File: src/ssb_sync_defs.svh
`ifndef SSB_SYNC_DEFS_SVH
`define SSB_SYNC_DEFS_SVH

// ------------------------------
// ssb framing sizes
// ------------------------------

// samples per fft window
`define SSB_FFT_LEN 64

// cyclic prefix samples per symbol
`define SSB_CP_LEN 4

// ofdm symbols in one ssb
`define SSB_SYMS 4

// ------------------------------
// sample format
// ------------------------------

// width of one i or q component
`define SSB_IQ_DW 16

`endif

File: src/ssb_sync_pkg.sv
`default_nettype none

`include "ssb_sync_defs.svh"

package ssb_sync_pkg;

    // complex baseband sample
    typedef struct packed {
        logic signed [`SSB_IQ_DW-1:0] re;
        logic signed [`SSB_IQ_DW-1:0] im;
    } iq_sample_t;

    // position of a sample inside the ssb
    typedef struct packed {
        logic [$clog2(`SSB_SYMS)-1:0]    sym_idx;
        logic                            in_cp;
        logic [$clog2(`SSB_FFT_LEN)-1:0] fft_idx;
    } ssb_pos_t;

    // tagged fft window sample
    typedef struct packed {
        iq_sample_t                      sample;
        logic [$clog2(`SSB_SYMS)-1:0]    sym_idx;
        logic [$clog2(`SSB_FFT_LEN)-1:0] fft_idx;
        logic                            last;
        logic [1:0]                      n_id_2;
    } ssb_beat_t;

    typedef enum logic {
        SYNC_SEARCH = 1'b0,
        SYNC_LOCKED = 1'b1
    } sync_state_t;

endpackage

`default_nettype wire

File: src/sync_fsm.sv
`timescale 1ns/1ps
`default_nettype none

module sync_fsm (
    input  wire logic       clk_i,
    input  wire logic       reset_ni,
    input  wire logic       sample_valid_i,
    input  wire logic       pss_peak_i,
    input  wire logic [1:0] n_id_2_i,
    input  wire logic       ssb_done_i,
    output logic            locked_o,
    output logic [1:0]      n_id_2_o
);

    import ssb_sync_pkg::*;

    sync_state_t state_q;
    sync_state_t state_d;
    logic        peak_accept;
    logic [1:0]  n_id_2_q;

    // a peak only counts on a valid sample and while searching
    assign peak_accept = (state_q == SYNC_SEARCH) && sample_valid_i && pss_peak_i;

    // ------------------------------
    // state machine
    // ------------------------------

    always_comb begin
        state_d = state_q;
        case (state_q)
            SYNC_SEARCH: begin
                if (peak_accept) begin
                    state_d = SYNC_LOCKED;
                end
            end
            SYNC_LOCKED: begin
                // later peaks are ignored until the ssb is through
                if (ssb_done_i) begin
                    state_d = SYNC_SEARCH;
                end
            end
            default: begin
                state_d = SYNC_SEARCH;
            end
        endcase
    end

    always_ff @(posedge clk_i) begin
        if (!reset_ni) begin
            state_q <= SYNC_SEARCH;
        end else begin
            state_q <= state_d;
        end
    end

    // n_id_2 held for the whole lock
    always_ff @(posedge clk_i) begin
        if (peak_accept) begin
            n_id_2_q <= n_id_2_i;
        end
    end

    assign locked_o = (state_q == SYNC_LOCKED);
    assign n_id_2_o = n_id_2_q;

    // ------------------------------
    // checks
    // ------------------------------

    // lock only follows a peak that came with a valid sample
    assert property (@(posedge clk_i) disable iff (!reset_ni)
        $rose(locked_o) |-> $past(sample_valid_i && pss_peak_i));

    // end of ssb from the timer only while locked
    assert property (@(posedge clk_i) disable iff (!reset_ni)
        ssb_done_i |-> state_q == SYNC_LOCKED);

endmodule

`default_nettype wire

File: src/symbol_timer.sv
`timescale 1ns/1ps
`default_nettype none

`include "ssb_sync_defs.svh"

module symbol_timer (
    input  wire logic             clk_i,
    input  wire logic             reset_ni,
    input  wire logic             sample_valid_i,
    input  wire logic             locked_i,
    output ssb_sync_pkg::ssb_pos_t pos_o,
    output logic                  ssb_done_o
);

    localparam int SYM_LEN = `SSB_CP_LEN + `SSB_FFT_LEN;
    localparam int CNT_W   = $clog2(SYM_LEN);
    localparam int SYM_W   = $clog2(`SSB_SYMS);
    localparam int FFT_W   = $clog2(`SSB_FFT_LEN);

    logic [CNT_W-1:0] samp_cnt_q;
    logic [SYM_W-1:0] sym_cnt_q;
    logic             advance;
    logic             sym_last;

    assign advance  = locked_i && sample_valid_i;
    assign sym_last = (samp_cnt_q == CNT_W'(SYM_LEN - 1));

    // final window sample of the final symbol
    assign ssb_done_o = advance && sym_last && (sym_cnt_q == SYM_W'(`SSB_SYMS - 1));

    // ------------------------------
    // sample and symbol counters
    // ------------------------------

    always_ff @(posedge clk_i) begin
        if (!reset_ni || ssb_done_o) begin
            samp_cnt_q <= '0;
            sym_cnt_q  <= '0;
        end else if (advance) begin
            if (sym_last) begin
                samp_cnt_q <= '0;
                sym_cnt_q  <= sym_cnt_q + 1'b1;
            end else begin
                samp_cnt_q <= samp_cnt_q + 1'b1;
            end
        end
    end

    // prefix comes first, window index only meaningful after it
    assign pos_o.sym_idx = sym_cnt_q;
    assign pos_o.in_cp   = (samp_cnt_q < CNT_W'(`SSB_CP_LEN));
    assign pos_o.fft_idx = FFT_W'(samp_cnt_q - CNT_W'(`SSB_CP_LEN));

    // counter stays in range and rests at zero outside a lock
    assert property (@(posedge clk_i) disable iff (!reset_ni)
        (samp_cnt_q < CNT_W'(SYM_LEN)) && (locked_i || samp_cnt_q == '0));

endmodule

`default_nettype wire

File: src/cp_remover.sv
`timescale 1ns/1ps
`default_nettype none

`include "ssb_sync_defs.svh"

module cp_remover (
    input  wire logic                    clk_i,
    input  wire logic                    reset_ni,
    input  wire ssb_sync_pkg::iq_sample_t sample_i,
    input  wire logic                    sample_valid_i,
    input  wire logic                    locked_i,
    input  wire ssb_sync_pkg::ssb_pos_t   pos_i,
    input  wire logic [1:0]              n_id_2_i,
    output ssb_sync_pkg::ssb_beat_t       beat_o,
    output logic                         beat_valid_o
);

    localparam int FFT_W = $clog2(`SSB_FFT_LEN);

    logic                      keep;
    logic [2*`SSB_IQ_DW-1:0]   sample_q;
    logic [$bits(pos_i.sym_idx)-1:0] sym_idx_q;
    logic [FFT_W-1:0]          fft_idx_q;
    logic [1:0]                n_id_2_q;
    logic                      last_q;
    logic                      valid_q;

    // window samples only, prefix dropped
    assign keep = sample_valid_i && locked_i && !pos_i.in_cp;

    always_ff @(posedge clk_i) begin
        if (!reset_ni) begin
            valid_q <= 1'b0;
            last_q  <= 1'b0;
        end else begin
            valid_q <= keep;
            last_q  <= keep && (pos_i.fft_idx == FFT_W'(`SSB_FFT_LEN - 1));
        end
    end

    always_ff @(posedge clk_i) begin
        if (keep) begin
            sample_q  <= sample_i;
            sym_idx_q <= pos_i.sym_idx;
            fft_idx_q <= pos_i.fft_idx;
            n_id_2_q  <= n_id_2_i;
        end
    end

    assign beat_o = '{sample: sample_q, sym_idx: sym_idx_q, fft_idx: fft_idx_q,
                      last: last_q, n_id_2: n_id_2_q};
    assign beat_valid_o = valid_q;

    // last marks a real window sample taken during the lock
    assert property (@(posedge clk_i) disable iff (!reset_ni)
        beat_o.last |-> beat_valid_o && $past(locked_i && !pos_i.in_cp));

endmodule

`default_nettype wire

File: src/ssb_sync.sv
`timescale 1ns/1ps
`default_nettype none

module ssb_sync (
    input  wire logic                    clk_i,
    input  wire logic                    reset_ni,
    input  wire ssb_sync_pkg::iq_sample_t sample_i,
    input  wire logic                    sample_valid_i,
    input  wire logic                    pss_peak_i,
    input  wire logic [1:0]              n_id_2_i,
    output logic                         locked_o,
    output ssb_sync_pkg::ssb_beat_t       beat_o,
    output logic                         beat_valid_o
);

    import ssb_sync_pkg::*;

    logic       locked;
    logic [1:0] n_id_2;
    logic       ssb_done;
    ssb_pos_t   pos;

    // ------------------------------
    // lock control
    // ------------------------------

    sync_fsm u_sync_fsm (
        .clk_i          (clk_i),
        .reset_ni       (reset_ni),
        .sample_valid_i (sample_valid_i),
        .pss_peak_i     (pss_peak_i),
        .n_id_2_i       (n_id_2_i),
        .ssb_done_i     (ssb_done),
        .locked_o       (locked),
        .n_id_2_o       (n_id_2)
    );

    symbol_timer u_symbol_timer (
        .clk_i          (clk_i),
        .reset_ni       (reset_ni),
        .sample_valid_i (sample_valid_i),
        .locked_i       (locked),
        .pos_o          (pos),
        .ssb_done_o     (ssb_done)
    );

    // ------------------------------
    // output stage
    // ------------------------------

    cp_remover u_cp_remover (
        .clk_i          (clk_i),
        .reset_ni       (reset_ni),
        .sample_i       (sample_i),
        .sample_valid_i (sample_valid_i),
        .locked_i       (locked),
        .pos_i          (pos),
        .n_id_2_i       (n_id_2),
        .beat_o         (beat_o),
        .beat_valid_o   (beat_valid_o)
    );

    assign locked_o = locked;

endmodule

`default_nettype wire

File: config.mk
export PLATFORM = sky130hd
export DESIGN_NAME = ssb_sync
export DESIGN_NICKNAME = d
export VERILOG_FILES = /design/src/ssb_sync_pkg.sv /design/src/sync_fsm.sv /design/src/symbol_timer.sv /design/src/cp_remover.sv /design/src/ssb_sync.sv
export VERILOG_INCLUDE_DIRS = /design/src
export SDC_FILE = /design/constraint.sdc
export NUM_CORES = 1
export LEC_CHECK = 0
export BUFFER_PORTS_ARGS = -buffer_cell sky130_fd_sc_hd__buf_2
export CORE_MARGIN = 4
export CORE_UTILIZATION = 47
export DETAILED_ROUTE_END_ITERATION = 12
export HOLD_SLACK_MARGIN = 0.06
export PLACE_DENSITY = 0.78
export SLEW_MARGIN = 40
export SYNTH_ARGS = -nofsm -noshare
export SYNTH_HDL_FRONTEND = slang
export SYNTH_SLANG_ARGS = --single-unit
File: constraint.sdc
create_clock -name clk_i -period 4.5 [get_ports clk_i]
set_input_delay 0.9 -clock clk_i [delete_from_list [all_inputs] [get_ports clk_i]]
set_output_delay 0.9 -clock clk_i [all_outputs]
set_load 0.01 [all_outputs]
== After elaboration in Yosys (flattened, before gate mapping) ==
Cells that the tools add are included.
Widths: inputs -> output; s select.

* Flip-flop bits (word level): 56
* Latch bits: 0
* RAM bits: 0
* Bits in read-only memories: 0
* Memories kept: 0

* Add/subtract/negate cells: 3
* Multiply operators: 0
* Div/mod/pow operators: 0
* Magnitude comparators: 1
* Equality and inequality tests: 3
* Shifts and indexed selects: 0
* Mux-type cells: 4
* Bitwise gates (word level): 1
* Reductions and logical operators: 11

{| class="wikitable"
|+ Operators by type and width
! operator !! number
|-
| $add 7x1->7 const B || 1
|-
| $eq 7x7->1 const B || 1
|-
| $logic_and 1x1->1 || 7
|-
| $lt 7x3->1 const B || 1
|-
| $mux 7 || 1
|-
| $eq 6x6->1 const B || 1
|-
| $sub 6x3->6 const B || 1
|-
| $add 2x1->2 const B || 1
|-
| $eq 2x2->1 const B || 1
|-
| $logic_not 1->1 || 2
|-
| $mux 1 || 2
|-
| $pmux 1 s2 || 1
|-
| $reduce_and 2->1 || 1
|-
| $logic_or 1x1->1 || 1
|-
| $not 1->1 || 1
|}

== Logic depth before layout (Yosys ltp) ==
* Depth in word-level cells: 5
* Gate-level depth with buffers: 5

== Hierarchy ==
From an unflattened synthesis, not the netlist that was laid out.

* Cell total of the unflattened synthesis: 125
* Area total of the unflattened synthesis: 2,048.2 µm²

{| class="wikitable"
|+ Modules (own cells, without submodules)
! module !! instances !! cells an instance !! area an instance (µm²) !! seq. area each (µm²)
|-
| cp_remover || 1 || 50 || 1,343.8 || 1,301.2
|-
| symbol_timer || 1 || 67 || 596.8 || 180.2
|-
| sync_fsm || 1 || 8 || 107.6 || 80.1
|}

== Worst setup path before layout ==
OpenSTA, ideal clock, no wires.

* Path type: input to register
* Start point: in sample_valid_i
* End point: reg u_cp_remover.fft_idx_q[0] (enable)
* Library setup time: 0.468 ns
* Arrival time: 3.342 ns
* Data required time: 4.032 ns
* Setup slack: 0.689 ns
* Stages on the path: 3
* Buffers on the path: 1
* Cell sequence: buf_2 nand2_2 a31oi_1

* Longest elaborated chain between the ends: 2

{| class="wikitable"
|+ RTL lines
! item !! line !! text
|-
| from (decl) || ssb_sync.sv:8 || <nowiki>input wire logic sample_valid_i,</nowiki>
|-
| $logic_and 1x1->1 (2 in series) || cp_remover.sv:29 || <nowiki>assign keep = sample_valid_i && locked_i && !pos_i.in_cp;</nowiki>
|-
| net u_cp_remover.keep || cp_remover.sv:20 || <nowiki>logic keep;</nowiki>
|-
| to (signal assigned) || cp_remover.sv:45 || <nowiki>fft_idx_q <= pos_i.fft_idx;</nowiki>
|-
| to (decl) || cp_remover.sv:23 || <nowiki>logic [FFT_W-1:0] fft_idx_q;</nowiki>
|}

The timed path passes the listed nets, and every way through them passes these cells.
A chain may end at the register's enable or synchronous reset.

== Worst setup path in the final report ==
* Start point: in sample_valid_i
* End point: reg u_cp_remover.sample_q[20] (enable)

* Longest elaborated chain between the ends: 2

{| class="wikitable"
|+ RTL lines
! item !! line !! text
|-
| $logic_and 1x1->1 (2 in series) || cp_remover.sv:29 ||
|-
| net u_cp_remover.keep || cp_remover.sv:20 ||
|-
| to (signal assigned) || cp_remover.sv:43 || <nowiki>sample_q <= sample_i;</nowiki>
|-
| to (decl) || cp_remover.sv:21 || <nowiki>logic [2*`SSB_IQ_DW-1:0] sample_q;</nowiki>
|}

The timed path passes the listed nets, and every way through them passes these cells.

==> Flow_metrics.wiki <==
{| class="wikitable"
! Metric !! Value
|-
| Total negative setup slack || 0 ns
|-
| Power per cell area || about 320 nW/um2
|-
| Root Buffer Master || sky130_fd_sc_hd__clkbuf_8
|-
| Worst path cell trace || buf_2, nand2_2, a31oi_4, buf_8, buf_8, buf_4
|-
| Critical R2R Launch || u_symbol_timer.samp_cnt_q[2]
|-
| R2R cell count || 5
|-
| Global-route wire length before repair || roughly 6100 um
|-
| Worst-skew pair later-pin latency || roughly 0.30 ns
|-
| Number of distinct library cells after synthesis || 33
|-
| Clock transition at the register clock pins on the worst setup and hold paths after CTS || around 0.090 ns
|-
| Synthesis-to-finish area growth || 28.5%
|-
| Synthesized netlist net count || between 150 and 200
|-
| Overall power || between 800 and 900 uW
|-
| Warnings, synthesis || 0
|-
| Worst setup path category || in -> reg
|-
| Total buffers and inverters traversed by the critical path || 4
|-
| Leading cell types by total area after synthesis || sky130_fd_sc_hd__edfxtp_1, sky130_fd_sc_hd__dfxtp_1, sky130_fd_sc_hd__ha_1
|-
| Number of setup buffers added after CTS || 0
|-
| Buffer depth of the longest clock path || 2
|-
| Worst slew margin relative to its limit || 0.683
|-
| Sort of element at the end of the critical path || flip-flop
|-
| Hold crit path type || reg -> reg
|-
| Netlist area before placement || 2030 um2
|-
| Critical-path top delay cell || sky130_fd_sc_hd__a31oi_4
|-
| R2R Path End || u_cp_remover.sample_q[20]
|-
| Worst hold path depth || 0
|-
| Data required time of the worst path || 4.52 ns
|-
| Proportion of layout cells with a drive suffix above 1 || 0.455
|-
| Critical path launch point || sample_valid_i
|-
| Number of max-capacitance violations reported || 0
|-
| Number of antenna diodes || 0
|-
| Max incr delay on CP || about 0.33 ns
|-
| Register bit total from synthesis || 56
|-
| Sum of routed wire length over all layers || 4100 um
|-
| Sequential Power Share || 0.662
|-
| Fin crit share || 0.461
|-
| Post-CTS sizing || 0
|-
| Largest clock skew in the final design || between 0.008 and 0.009 ns
|-
| Critical Path Fanout Max || 17
|-
| Floorplan die width || 73.7 um
|-
| Number of hold violations in the final report || 0
|-
| Global-route congestion overflow total || 0
|-
| Count of nets after finishing || around 260
|-
| Final-layout fill cell count || ~300
|-
| Clock tree from TritonCTS || built
|-
| I/O Pins || 83
|-
| Fraction of post-synthesis cell area in the top cell type by area || 0.651
|-
| Startpoint type of the worst setup path || input pin
|-
| Share of total power in combinational logic || 0.028
|-
| Hold Crit Endpoint || u_cp_remover.n_id_2_q[0]
|-
| Relative contribution of the clock network to total power || 0.310
|-
| Sequential element share of the synthesized area || 0.769
|-
| Largest net degree at the start of global routing || 19
|-
| Avg Inst Size Synth || 16.2 um2
|-
| Peak ir drop on the vdd network || 190 uV
|-
| Net switching power || around 160 uW
|-
| Time the worst path needs with I/O delays and setup || roughly 2.1 ns
|-
| Number of vias in the routed layout || around 1300
|-
| Number of DRC markers after the initial detailed-route iteration || between 50 and 60
|-
| Setup slack of the most critical reg-to-reg path || 2.62 ns
|-
| ANT nets after route || 0
|-
| DRT Pass-1 Iters || 4
|-
| Number of buffers inserted by port buffering || 82
|-
| WP depth || 6
|-
| Initial cell density of the core || 0.497
|-
| Core area || 4090 um2
|-
| HPWL after detailed placement || 3250 um
|-
| Leak pwr || between 0.9 and 1 nW
|-
| Depth of the CTS H-tree || 2
|-
| Via count of the first global-routing pass || 1226
|-
| Cell row count || 23
|-
| Final-report setup violation count || 0
|-
| Max frequency || approximately 480 MHz
|-
| Vertical die dimension || between 70 and 80 um
|-
| Crit path DAT || approximately 2.1 ns
|-
| Clock buffer count from CTS || 5
|-
| Biggest area consumer among synthesized cells || sky130_fd_sc_hd__edfxtp_1
|-
| Clk sinks || between 50 and 60
|-
| Vias per cell || 5.06
|-
| Number of hold buffers added after CTS || 0
|-
| Result of the run || finished, final reports clean
|-
| Most common cell on crit path || sky130_fd_sc_hd__buf_8
|-
| Final Wtd Congestion || roughly 0.84
|-
| Net switching fraction of the power || 0.194
|-
| Routed length per placed instance || roughly 16 um
|-
| Source of the worst hold timing path || u_sync_fsm.n_id_2_o[0]
|-
| Number of antenna violations at the first check in global routing || 0
|-
| Worst-margin pin slew || ~0.47 ns
|-
| DIE AREA || roughly 5400 um2
|-
| Unrepaired setup endpoints after global routing || false
|-
| Total track usage || 0.154
|-
| Kind of cell adding the most delay to the critical path || buffers and inverters
|-
| Design internal power || slightly below 700 uW
|-
| Pins Over Slew Limit || 0
|-
| Total DRC errors in the routed layout || 0
|-
| Number of instances in the synthesized netlist || between 100 and 150
|}
-- cell type report --
class / instances / area [um2] / area share
sequential: 56 / 1560 / 0.598
timing repair buffer: 85 / 448 / 0.172
multi-input combinational: 58 / 425 / 0.163
clock buffer: 5 / 68.8 / 0.0264
tap: 50 / 62.6 / 0.0240
inverter: 6 / 22.5 / 0.00863
clock inverter: 3 / 21.3 / 0.00815
-- cells by family after synthesis --
| group | synth area share |
|---|---|
| flip-flops | 0.769 |
| AND/OR/NAND/NOR | 0.0856 |
| AO/OA/AOI/OAI | 0.0770 |
| buffers and inverters | 0.0290 |
| adder cells (fa/ha/maj) | 0.0308 |
| XOR/XNOR | 0.00863 |
-- worst max path at each step --
stage	to	slack, ns
final	u_cp_remover.sample_q[20]	2.42
after global routing	u_cp_remover.sample_q[20]	2.34
after CTS	u_cp_remover.sample_q[19]	2.43
after detailed placement	u_cp_remover.sample_q[8]	2.09
after global placement	u_cp_remover.sample_q[9]	1.81
after floorplan	u_cp_remover.fft_idx_q[0]	0.69
-- registers in the layout, summed over array words and instances, names as in the netlist --
signal	flops
u_cp_remover.beat_valid_o	1
u_symbol_timer.sym_cnt_q	2
u_cp_remover.n_id_2_q	2
u_symbol_timer.samp_cnt_q	7
u_sync_fsm.locked_o	1
u_cp_remover.fft_idx_q	6
u_sync_fsm.n_id_2_o	2
u_cp_remover.sample_q	32
u_cp_remover.sym_idx_q	2
u_cp_remover.last_q	1
-- synth_stat cells --
cell                        number
sky130_fd_sc_hd__a311oi_1        1
sky130_fd_sc_hd__or4_1           2
sky130_fd_sc_hd__nor2_1          2
sky130_fd_sc_hd__nand4_1         2
sky130_fd_sc_hd__xnor2_1         1
sky130_fd_sc_hd__and2_1          1
sky130_fd_sc_hd__inv_1           6
sky130_fd_sc_hd__buf_2           2
sky130_fd_sc_hd__o311a_1         1
sky130_fd_sc_hd__a211o_1         3
sky130_fd_sc_hd__and4bb_2        1
sky130_fd_sc_hd__or4b_1          1
sky130_fd_sc_hd__and3_1          2
sky130_fd_sc_hd__nand2_2         1
sky130_fd_sc_hd__a21oi_1         9
sky130_fd_sc_hd__nand2b_1        1
sky130_fd_sc_hd__ha_1            5
sky130_fd_sc_hd__buf_4           2
sky130_fd_sc_hd__o21ai_0         6
sky130_fd_sc_hd__o31ai_1         1
sky130_fd_sc_hd__edfxtp_1       44
sky130_fd_sc_hd__nor3_1          1
sky130_fd_sc_hd__nand4b_1        1
sky130_fd_sc_hd__o21ai_1         1
sky130_fd_sc_hd__nand2_1         6
sky130_fd_sc_hd__nand4bb_4       1
sky130_fd_sc_hd__xor2_1          1
sky130_fd_sc_hd__buf_6           1
sky130_fd_sc_hd__nand3_1         3
sky130_fd_sc_hd__o2111a_1        1
sky130_fd_sc_hd__dfxtp_1        12
sky130_fd_sc_hd__a31oi_1         2
sky130_fd_sc_hd__or3_1           1
-- metrics by stage --
stage / cells / utilization / setup WS, ns / cell area, um2 / hold slack (ns)
after floorplan: 125 / - / 0.689 / 2030 / 0.400
after global placement: 253 / 0.609 / 1.81 / 2490 / 0.404
after detailed placement: 255 / 0.617 / 2.09 / 2520 / 0.406
after CTS: 263 / 0.639 / 2.43 / 2610 / 0.429
after global routing: 263 / 0.639 / 2.34 / 2610 / 0.439
final: 263 / 0.639 / 2.42 / 2610 / 0.431
-- worst register-to-register path: cells and delay by family (launching register included) --
family	cells	cell delay (ns)
buf+inv	3	0.57
flops	1	0.50
compound gates	1	0.36
simple gates	1	0.17
-- routing by layer --
metal  vias up  global-route usage  part of all wire  wire, um
met5         -                   0                 0         0
met4         0              0.0664             0.017        70
met3         6              0.0534              0.12       511
met2        72               0.239              0.45      1840
met1       603               0.194              0.41      1670
li1        650                   -                 -         -
-- cell usage in the layout, fill, tap and decap left out, drive strengths merged, types with 2 or more instances in the layout --
master / Yosys / routed
nor2: 2 / 2
a31oi: 2 / 2
a21oi: 9 / 9
nand4: 2 / 2
and3: 2 / 2
a211o: 3 / 3
buf: 5 / 85
o21ai: 7 / 7
clkbuf: 0 / 5
dfxtp: 12 / 12
ha: 5 / 5
edfxtp: 44 / 44
inv: 6 / 7
or4: 2 / 2
nand2: 7 / 7
nand3: 3 / 3
-- power by group through the flow --
stage | combinational (mW) | sequential, mW | clock, mW
3_5_place_dp | 0.0242 | 0.571 | 0
5_1_grt | 0.0269 | 0.560 | 0.294
3_3_place_gp | 0.0235 | 0.571 | 0
6_report | 0.0238 | 0.559 | 0.262
4_1_cts | 0.0243 | 0.559 | 0.275
2_1_floorplan | 0.00637 | 0.570 | 0
Note: power is estimated with default switching activity, not from simulation.
